$ cat config.mk
export PLATFORM = sky130hd
export DESIGN_NAME = store_commit_top
export DESIGN_NICKNAME = d
export VERILOG_FILES = /design/src/hw/scb_cfg_pkg.sv /design/src/hw/scb_types_pkg.sv /design/src/hw/store_commit_top.sv /design/src/hw/dcache_drain.sv /design/src/hw/commit_line_array.sv /design/src/hw/store_intake.sv
export SDC_FILE = /design/constraint.sdc
export NUM_CORES = 2
export LEC_CHECK = 0
export BUFFER_PORTS_ARGS = -buffer_cell sky130_fd_sc_hd__buf_4
export CORE_ASPECT_RATIO = 0.6
export CORE_MARGIN = 2
export CORE_UTILIZATION = 56
export DETAILED_ROUTE_END_ITERATION = 12
export PLACE_DENSITY = 0.75
export SYNTH_ARGS = -nofsm -noshare
export SYNTH_HDL_FRONTEND = slang
export SYNTH_SLANG_ARGS = --single-unit
$ cat constraint.sdc
create_clock -name clk -period 16.65 [get_ports clk]
set_clock_uncertainty 0.15 [all_clocks]
set_input_delay 2.4975 -clock clk [delete_from_list [all_inputs] [get_ports clk]]
set_output_delay 2.4975 -clock clk [all_outputs]
set_load 0.01 [all_outputs]
$ cat src/hw/scb_cfg_pkg.sv
package scb_cfg_pkg;

    // --------------------------------------------------
    // Entry array
    // --------------------------------------------------
    localparam int SCB_ENTRIES = 4;
    localparam int SCB_IDX_W   = $clog2(SCB_ENTRIES);

    // --------------------------------------------------
    // Addressing and line geometry
    // --------------------------------------------------
    localparam int ADDR_W     = 32;
    localparam int LINE_BANKS = 4;                      // 32-bit words per line
    localparam int BANK_W     = $clog2(LINE_BANKS);
    localparam int LINE_OFS_W = BANK_W + 2;             // Byte offset inside a line
    localparam int TAG_W      = ADDR_W - LINE_OFS_W;

    // Idle cycles an entry waits after its last write before it may drain.
    // The age counter is a one-hot shift register of this length
    localparam int DRAIN_AGE = 3;

endpackage
$ cat src/hw/scb_types_pkg.sv
package scb_types_pkg;

    import scb_cfg_pkg::*;

    // Committed store from the core
    typedef struct packed {
        logic              en;
        logic [ADDR_W-1:0] addr;
        logic [3:0]        mask;
        logic [31:0]       data;
    } store_req_t;

    // Word write from the intake stage into one line entry
    typedef struct packed {
        logic                 en;
        logic                 is_new;    // Allocation, replaces the line mask
        logic [SCB_IDX_W-1:0] idx;
        logic [TAG_W-1:0]     tag;
        logic [BANK_W-1:0]    bank;
        logic [3:0]           mask;
        logic [31:0]          data;
    } array_wr_t;

    typedef struct packed {
        logic              en;
        logic [ADDR_W-1:0] addr;
    } fwd_req_t;

    typedef struct packed {
        logic [3:0]  mask;
        logic [31:0] data;
    } fwd_rsp_t;

    // Full line write towards the data cache
    typedef struct packed {
        logic                             req;
        logic [SCB_IDX_W-1:0]             idx;
        logic [ADDR_W-1:0]                addr;
        logic [LINE_BANKS-1:0][31:0]      data;
        logic [LINE_BANKS-1:0][3:0]       mask;
    } line_wr_t;

    typedef struct packed {
        logic                 success;
        logic                 retry;
        logic [SCB_IDX_W-1:0] idx;
    } cache_rsp_t;

    typedef enum logic [1:0] {
        ACT_IDLE,
        ACT_MERGE,
        ACT_ALLOC,
        ACT_CONFLICT
    } intake_act_e;

    typedef enum logic [1:0] {
        DR_IDLE,
        DR_SELECT,
        DR_ISSUE
    } drain_state_e;

endpackage

$ cat src/hw/store_commit_top.sv
`timescale 1ns/1ps

module store_commit_top (
    input  logic                      clk,
    input  logic                      rst,
    input  scb_types_pkg::store_req_t store,
    output logic                      conflict,
    input  scb_types_pkg::fwd_req_t   fwd,
    output scb_types_pkg::fwd_rsp_t   fwd_rsp,
    input  logic                      cache_ready,
    output scb_types_pkg::line_wr_t   line_wr,
    input  scb_types_pkg::cache_rsp_t cache_rsp
);

    import scb_cfg_pkg::*;
    import scb_types_pkg::*;

    array_wr_t                              wr;
    logic [SCB_ENTRIES-1:0]                 valid;
    logic [SCB_ENTRIES-1:0]                 writing;
    logic [SCB_ENTRIES-1:0]                 ready;
    logic [SCB_ENTRIES-1:0][TAG_W-1:0]      tags;
    logic                                   set_writing;
    logic [SCB_IDX_W-1:0]                   sel_idx;
    logic [LINE_BANKS-1:0][31:0]            line_data;
    logic [LINE_BANKS-1:0][3:0]             line_mask;

    store_intake u_intake (
        .clk      (clk),
        .rst      (rst),
        .store    (store),
        .valid    (valid),
        .writing  (writing),
        .tags     (tags),
        .conflict (conflict),
        .wr       (wr)
    );

    commit_line_array u_array (
        .clk         (clk),
        .rst         (rst),
        .wr          (wr),
        .set_writing (set_writing),
        .sel_idx     (sel_idx),
        .rsp         (cache_rsp),
        .fwd         (fwd),
        .fwd_rsp     (fwd_rsp),
        .valid       (valid),
        .writing     (writing),
        .tags        (tags),
        .ready       (ready),
        .line_data   (line_data),
        .line_mask   (line_mask)
    );

    dcache_drain u_drain (
        .clk         (clk),
        .rst         (rst),
        .ready       (ready),
        .tags        (tags),
        .cache_ready (cache_ready),
        .line_data   (line_data),
        .line_mask   (line_mask),
        .set_writing (set_writing),
        .sel_idx     (sel_idx),
        .line_wr     (line_wr)
    );

endmodule

$ cat src/hw/dcache_drain.sv
`timescale 1ns/1ps

module dcache_drain (
    input  logic                                                        clk,
    input  logic                                                        rst,
    input  logic [scb_cfg_pkg::SCB_ENTRIES-1:0]                         ready,
    input  logic [scb_cfg_pkg::SCB_ENTRIES-1:0][scb_cfg_pkg::TAG_W-1:0] tags,
    input  logic                                                        cache_ready,
    input  logic [scb_cfg_pkg::LINE_BANKS-1:0][31:0]                    line_data,
    input  logic [scb_cfg_pkg::LINE_BANKS-1:0][3:0]                     line_mask,
    output logic                                                        set_writing,
    output logic [scb_cfg_pkg::SCB_IDX_W-1:0]                           sel_idx,
    output scb_types_pkg::line_wr_t                                     line_wr
);

    import scb_cfg_pkg::*;
    import scb_types_pkg::*;

    drain_state_e         state;
    logic [SCB_IDX_W-1:0] pick_idx;
    logic [SCB_IDX_W-1:0] sel_q;

    // Lowest ready entry
    always_comb begin
        pick_idx = '0;
        for (int i = SCB_ENTRIES - 1; i >= 0; i--) begin
            if (ready[i]) begin
                pick_idx = SCB_IDX_W'(i);
            end
        end
    end

    // --------------------------------------------------
    // Drain FSM
    // --------------------------------------------------
    always_ff @(posedge clk or posedge rst) begin
        if (rst) begin
            state <= DR_IDLE;
        end else begin
            case (state)
                DR_IDLE: begin
                    if (cache_ready && |ready) begin
                        state <= DR_SELECT;
                    end
                end
                DR_SELECT: state <= DR_ISSUE;  // Array snapshots the line here
                DR_ISSUE:  state <= DR_IDLE;
                default:   state <= DR_IDLE;
            endcase
        end
    end

    always_ff @(posedge clk) begin
        if (state == DR_IDLE) begin
            sel_q <= pick_idx;
        end
    end

    assign set_writing = (state == DR_SELECT);
    assign sel_idx     = sel_q;

    always_comb begin
        line_wr.req  = (state == DR_ISSUE);
        line_wr.idx  = sel_q;
        line_wr.addr = {tags[sel_q], {LINE_OFS_W{1'b0}}};
        line_wr.data = line_data;
        line_wr.mask = line_mask;
    end

endmodule

$ cat src/hw/commit_line_array.sv
`timescale 1ns/1ps

module commit_line_array (
    input  logic                                                        clk,
    input  logic                                                        rst,
    input  scb_types_pkg::array_wr_t                                    wr,
    input  logic                                                        set_writing,
    input  logic [scb_cfg_pkg::SCB_IDX_W-1:0]                           sel_idx,
    input  scb_types_pkg::cache_rsp_t                                   rsp,
    input  scb_types_pkg::fwd_req_t                                     fwd,
    output scb_types_pkg::fwd_rsp_t                                     fwd_rsp,
    output logic [scb_cfg_pkg::SCB_ENTRIES-1:0]                         valid,
    output logic [scb_cfg_pkg::SCB_ENTRIES-1:0]                         writing,
    output logic [scb_cfg_pkg::SCB_ENTRIES-1:0][scb_cfg_pkg::TAG_W-1:0] tags,
    output logic [scb_cfg_pkg::SCB_ENTRIES-1:0]                         ready,
    output logic [scb_cfg_pkg::LINE_BANKS-1:0][31:0]                    line_data,
    output logic [scb_cfg_pkg::LINE_BANKS-1:0][3:0]                     line_mask
);

    import scb_cfg_pkg::*;
    import scb_types_pkg::*;

    logic [SCB_ENTRIES-1:0]                       writing_q;
    logic [SCB_ENTRIES-1:0][DRAIN_AGE-1:0]        age;
    logic [SCB_ENTRIES-1:0][LINE_BANKS-1:0][31:0] data_q;
    logic [SCB_ENTRIES-1:0][LINE_BANKS-1:0][3:0]  mask_q;
    logic [TAG_W-1:0]                             fwd_tag;
    logic [BANK_W-1:0]                            fwd_bank;
    logic                                         fwd_hit;
    logic [SCB_IDX_W-1:0]                         fwd_idx;
    logic [3:0]                                   fwd_mask_q;
    logic [31:0]                                  fwd_data_q;

    // --------------------------------------------------
    // Entry status
    // --------------------------------------------------
    always_ff @(posedge clk or posedge rst) begin
        if (rst) begin
            valid     <= '0;
            writing_q <= '0;
        end else begin
            if (wr.en && wr.is_new) begin
                valid[wr.idx] <= 1'b1;
            end
            if (set_writing) begin
                writing_q[sel_idx] <= 1'b1;
            end
            if (rsp.success || rsp.retry) begin
                writing_q[rsp.idx] <= 1'b0;
            end
            if (rsp.success) begin
                valid[rsp.idx] <= 1'b0;
            end
        end
    end

    // The claimed entry already counts as writing in its select cycle, so no
    // store can merge into a line whose copy is being taken
    always_comb begin
        writing = writing_q;
        if (set_writing) begin
            writing[sel_idx] = 1'b1;
        end
    end

    // A write in this cycle restarts the entry's age, so it is not offered
    for (genvar i = 0; i < SCB_ENTRIES; i++) begin : g_ready
        assign ready[i] = age[i][0] & valid[i] & ~writing_q[i]
                        & ~(wr.en && (wr.idx == SCB_IDX_W'(i)));
    end

    // --------------------------------------------------
    // Tags, age counters and line storage
    // --------------------------------------------------
    always_ff @(posedge clk) begin
        for (int i = 0; i < SCB_ENTRIES; i++) begin
            if (!age[i][0]) begin
                age[i] <= age[i] >> 1;
            end
        end
        if (wr.en) begin
            age[wr.idx] <= DRAIN_AGE'(1) << (DRAIN_AGE - 1);
            if (wr.is_new) begin
                tags[wr.idx] <= wr.tag;
            end
            for (int b = 0; b < LINE_BANKS; b++) begin
                mask_q[wr.idx][b] <= (wr.is_new ? 4'b0000 : mask_q[wr.idx][b])
                                   | ((BANK_W'(b) == wr.bank) ? wr.mask : 4'b0000);
            end
            for (int j = 0; j < 4; j++) begin
                if (wr.mask[j]) begin
                    data_q[wr.idx][wr.bank][8*j +: 8] <= wr.data[8*j +: 8];
                end
            end
        end
    end

    // Snapshot of the claimed line for the drain
    always_ff @(posedge clk) begin
        if (set_writing) begin
            line_data <= data_q[sel_idx];
            line_mask <= mask_q[sel_idx];
        end
    end

    // --------------------------------------------------
    // Store-to-load forwarding
    // --------------------------------------------------
    assign fwd_tag  = fwd.addr[ADDR_W-1:LINE_OFS_W];
    assign fwd_bank = fwd.addr[LINE_OFS_W-1:2];

    always_comb begin
        fwd_hit = 1'b0;
        fwd_idx = '0;
        for (int i = 0; i < SCB_ENTRIES; i++) begin
            if (valid[i] && (tags[i] == fwd_tag)) begin
                fwd_hit = 1'b1;
                fwd_idx = SCB_IDX_W'(i);
            end
        end
    end

    always_ff @(posedge clk or posedge rst) begin
        if (rst) begin
            fwd_mask_q <= 4'b0000;
        end else begin
            fwd_mask_q <= (fwd.en && fwd_hit) ? mask_q[fwd_idx][fwd_bank] : 4'b0000;
        end
    end

    always_ff @(posedge clk) begin
        fwd_data_q <= data_q[fwd_idx][fwd_bank];   // Only meaningful under the mask
    end

    assign fwd_rsp = '{mask: fwd_mask_q, data: fwd_data_q};

endmodule

$ cat src/hw/store_intake.sv
`timescale 1ns/1ps

module store_intake (
    input  logic                                                        clk,
    input  logic                                                        rst,
    input  scb_types_pkg::store_req_t                                   store,
    input  logic [scb_cfg_pkg::SCB_ENTRIES-1:0]                         valid,
    input  logic [scb_cfg_pkg::SCB_ENTRIES-1:0]                         writing,
    input  logic [scb_cfg_pkg::SCB_ENTRIES-1:0][scb_cfg_pkg::TAG_W-1:0] tags,
    output logic                                                        conflict,
    output scb_types_pkg::array_wr_t                                    wr
);

    import scb_cfg_pkg::*;
    import scb_types_pkg::*;

    logic                   stage_en;
    logic [ADDR_W-1:0]      stage_addr;
    logic [3:0]             stage_mask;
    logic [31:0]            stage_data;
    logic [TAG_W-1:0]       stage_tag;
    logic [SCB_ENTRIES-1:0] hit_vec;
    logic                   hit;
    logic                   hit_writing;
    logic [SCB_IDX_W-1:0]   hit_idx;
    logic [SCB_IDX_W-1:0]   free_idx;
    logic                   free_valid;
    intake_act_e            act;

    // --------------------------------------------------
    // Staging register, frozen while a conflict is raised
    // --------------------------------------------------
    always_ff @(posedge clk or posedge rst) begin
        if (rst) begin
            stage_en <= 1'b0;
        end else if (!conflict) begin
            stage_en <= store.en;
        end
    end

    always_ff @(posedge clk) begin
        if (!conflict) begin
            stage_addr <= store.addr;
            stage_mask <= store.mask;
            stage_data <= store.data;
        end
    end

    assign stage_tag = stage_addr[ADDR_W-1:LINE_OFS_W];

    // Tag match and lowest free slot, scanned from the top so the lowest index wins
    always_comb begin
        hit_idx    = '0;
        free_idx   = '0;
        free_valid = 1'b0;
        for (int i = SCB_ENTRIES - 1; i >= 0; i--) begin
            hit_vec[i] = valid[i] && (tags[i] == stage_tag);
            if (hit_vec[i]) begin
                hit_idx = SCB_IDX_W'(i);
            end
            if (!valid[i]) begin
                free_idx   = SCB_IDX_W'(i);
                free_valid = 1'b1;
            end
        end
    end

    assign hit         = |hit_vec;
    assign hit_writing = |(hit_vec & writing);  // At most one entry holds a given line

    always_comb begin
        act = ACT_IDLE;
        if (stage_en) begin
            if (hit_writing) begin
                act = ACT_CONFLICT;                 // Line is on its way to the cache
            end else if (hit) begin
                act = ACT_MERGE;
            end else if (free_valid) begin
                act = ACT_ALLOC;
            end else begin
                act = ACT_CONFLICT;
            end
        end
    end

    assign conflict = (act == ACT_CONFLICT);

    always_comb begin
        wr.en     = (act == ACT_MERGE) || (act == ACT_ALLOC);
        wr.is_new = (act == ACT_ALLOC);
        wr.idx    = (act == ACT_ALLOC) ? free_idx : hit_idx;
        wr.tag    = stage_tag;
        wr.bank   = stage_addr[LINE_OFS_W-1:2];
        wr.mask   = stage_mask;
        wr.data   = stage_data;
    end

endmodule

==> results.yml <==
clock_tree:
  cts_tree: "yes"
  cts.reportedPaths.clkPinSlew_ns: 0.07
  post_cts_resized: 0
  cts_max_level: 3
  postCtsSetupRepairBufs: 0
  cts_root_buffer: "clkbuf_16"
  clk-insertion-delay-late_ns: 0.66
  hold_buffers: 0
  cts-buffers-inserted: 85
  clk_path_buf_depth: 3
  clock_sinks: 959
detailed_routing:
  first_iter_violations: 5001
  maxUsedRoutingLayer: "met5"
  wl_met1_mm: 53.8
  routedWlPerCell_um: 32.0
  first_pass_iters: 6
  wl_met3_mm: 23.4
  finalWirelength_mm: 136
  drtAntennaViolNets: 0
  dr_wl_met2_mm: 56.0
  vias: 28900
  vias_per_cell: 6.78
  drc: 0
synth:
  yosys-top-cells-area: "edfxtp_1, mux4_2, xnor2_1"
  synth_top_area_share_pct: 63.2
  synth_compound_area_share_pct: 8.07
  synth_seq_area_share_pct: 66.1
  synth_edf_count: 900
  syn_area_mm2: 0.0428
  synth_xor_area_share_pct: 4.58
  synth-seq-cells: 959
  synthMuxAreaShare_pct: 10.2
  yosys.area_share.simple_pct: 8.19
  synth_top_family_by_area: "multiplexers"
  synth_cell_types: 68
  syn_avg_cell_area_um2: 14.4
  synth_top_cell_by_area: "edfxtp_1"
  yosysWarnings: 0
  async_reset_ff_share_pct: 1.56
  synthCells: 2971
  synth_fa_ha_area_share_pct: 0.0585
  synth_flop_cell: "edfxtp_1"
global_route:
  antenna_found_initial: 5
  grt_max_degree: 202
  overflow: 0
  grt_first_pass_wirelength_mm: 193
  grt_use_total_pct: 34.3
  grt_pass1_vias: 27500
placement:
  postPlaceCellArea_mm2: 0.0458
  port_buffers: 316
  place.gp.congestion: 1.03
  dp_hpwl_mm: 90.3
  dp.cells: 4099
floorplanning:
  io_pins: 325
  core_area_mm2: 0.0755
  die-area_mm2: 0.0786
  num_rows: 78
  fp.dieW_um: 361
  initial_core_util_pct: 56.6
  fp.dieH_um: 218
timing:
  finalCritPeriodShare_pct: 51.0
  rsz0062_at_grt: "false"
  fin_crit_ns: 8.49
  hold_violations: 0
  tightest_slew_ns: 1.47
  fmax_ghz: 0.118
  slew_viol_final: 0
  holdWs_ns: 0.311
  relSlewSlack_pct: 1.94
  fin_setup_tns_ns: 0
  setup_violations: 0
critical_path:
  crit_family: "simple AND/OR/NAND/NOR gates"
  slowest_delay_ns: 1.29
  cp_num_buf_inv: 1
  criticalPathCategory: "reg -> reg"
  cpMostUsedCell: "o21a_1"
  critPathLaunchType: "flop"
  worst_ep_required_time_ns: 16.75
  crit_fanout: 45
  critical_path_arrival_ns: 8.59
  slowest_stage: "nor2_1"
  cp-end-kind: "flop"
  path_cells: "xnor2_1 > nand4bb_1 > or4_4 > nand4_1 > o221ai_1 > o21a_1 > ha_1 > nand2_1 > a21oi_1 > a21o_1 > o22ai_4 > buf_4 > o21a_1 > nand2b_1 > nor2_1"
power:
  power_density_mw_per_mm2: 137
  power.switching_w: 0.00194
  pwr-share-comb_pct: 23.2
  vdd_drop_max_mv: 0.160
  pwr-share-clk_pct: 30.2
  p_seq_share_pct: 46.6
  p_int_w: 0.00474
  swShare_pct: 29.0
  leakagePower_nw: 16.9
  power_w: 0.00669
layout:
  final_cell_area_mm2: 0.0487
  layout.nets: 3297
  instances_no_fill: 4264
  syn_to_final_growth_pct: 13.8
  drive_above_1_share_pct: 20.5
  nFillCells: 5326
run_status:
  outcome: "completed"
hold_path:
  hold_path.class: "reg -> reg"
job:
  cap_violations: 0
==> cell usage after synthesis (all sizes together) (3+ instances only) <==
cell      n
o211a     4
o21a     44
mux4    172
o21ai   116
nand3b    3
or4       6
xor2     87
buf      50
nand2b    7
a21oi    83
nand2   192
mux2i    45
o31ai    33
nor2    233
dfxtp    44
dfrtp    15
nand4    46
a211oi    9
edfxtp  900
xnor2   135
a21boi   12
nor3     47
and3     92
inv      80
nor2b    13
nor4     30
a31oi    99
clkbuf  167
a32o      3
a221oi   32
and4      4
o211ai   65
a211o     9
and2     13
nand3    48
==> power groups by stage <==
| stage | registers [W] | clock network (W) | logic (W) |
|---|---|---|---|
| floorplan | 0.00314 | 0 | 0.000874 |
| global placement | 0.00315 | 0 | 0.00152 |
| detailed placement | 0.00316 | 0 | 0.00152 |
| CTS | 0.00311 | 0.00203 | 0.00153 |
| global route | 0.00313 | 0.00212 | 0.00162 |
| finish | 0.00312 | 0.00202 | 0.00155 |
==> metal layers <==
metal / vias to the layer above / GRT usage [%]
li1: 11900 / -
met1: 14500 / 50.8
met2: 2271 / 46.3
met3: 207 / 15.3
met4: 2 / 7.89
met5: - / 1.29
==> state kept, by name, summed over array words and instances (netlist names) <==
register and flops:
u_intake.stage_addr 30, u_array.writing_q 4, u_intake.stage_en 1, u_array.data_q 512
u_array.valid 4, u_array.mask_q 64, u_array.fwd_data_q 32, u_array.line_data 128
u_drain.sel_idx 2, u_array.age 12, u_drain.state 2, u_intake.stage_mask 4
u_array.fwd_mask_q 4, u_array.line_mask 16, u_intake.stage_data 32, u_array.tags 112
==> tightest hold or removal path, cell delays in order, from the launching register on <==
cell and delay (ns):
dfxtp_1 0.31, nand2_1 0.06, nand2_1 0.05
==> logic make-up (layout without fill, tap and decap cells) <==
kind of cell,Yosys count,after routing
xor+xnor,222,222
mux,219,219
flops,959,959
fa+ha+maj,2,2
buf+inv,298,580
other cells,1,12
compound gates,528,528
simple gates,742,742
==> path summary, 6_finish.rpt <==
kind	end	slack, ns	cells after the start	from
worst min-delay path	u_array.age[5]	0.31	2	u_array.age[5]
max in group asynchronous	u_array.valid[2]	14.07	2	rst
worst max-delay path	u_array.data_q[332]	8.16	15	u_intake.stage_addr[8]
worst max register to register	u_array.data_q[332]	8.16	15	u_intake.stage_addr[8]
worst min register to register	u_array.age[5]	0.31	2	u_array.age[5]
min in group asynchronous	u_array.writing_q[3]	1.83	2	rst
==> layout make-up <==
cell class	instances	area (um2)	share of cell area (%)
clock inverter	36	370	0.761
timing repair buffer	342	2610	5.35
antenna	8	20.0	0.0411
multi-input combinational	1717	13400	27.5
tap	1000	1250	2.57
sequential	959	28300	58.1
inverter	81	310	0.638
clock buffer	121	2450	5.03
==> per-stage QoR <==
stage | utilization, % | setup slack (ns)
2_1_floorplan | - | 8.75
3_3_place_gp | 60.7 | 8.92
3_5_place_dp | 60.7 | 8.92
4_1_cts | 64.4 | 8.88
5_1_grt | 64.4 | 8.29
6_report | 64.4 | 8.16
==> layout by cell type, fill, tap and decap left out, types with 8 or more instances in the layout <==
| master | count |
|---|---|
| a211oi_1 | 9 |
| a31oi_1 | 99 |
| clkbuf_1 | 23 |
| dfxtp_1 | 44 |
| o31ai_1 | 33 |
| inv_1 | 78 |
| nor3_1 | 45 |
| nor2b_1 | 13 |
| mux4_2 | 172 |
| diode_2 | 8 |
| clkbuf_16 | 90 |
| nor2_1 | 230 |
| and3_1 | 90 |
| and2_1 | 11 |
| xor2_1 | 87 |
| o211ai_1 | 65 |
| o21a_1 | 44 |
| a21oi_1 | 82 |
| clkinv_2 | 14 |
| edfxtp_1 | 900 |
| a211o_1 | 9 |
| mux2i_1 | 45 |
| dfrtp_1 | 15 |
| nand2_1 | 191 |
| clkbuf_8 | 8 |
| clkinv_1 | 8 |
| buf_4 | 339 |
| nand4_1 | 46 |
| a21boi_0 | 12 |
| nand3_1 | 47 |
| a221oi_1 | 32 |
| nor4_1 | 29 |
| xnor2_1 | 133 |
| o21ai_0 | 116 |
(Power assumes the default switching activity.)
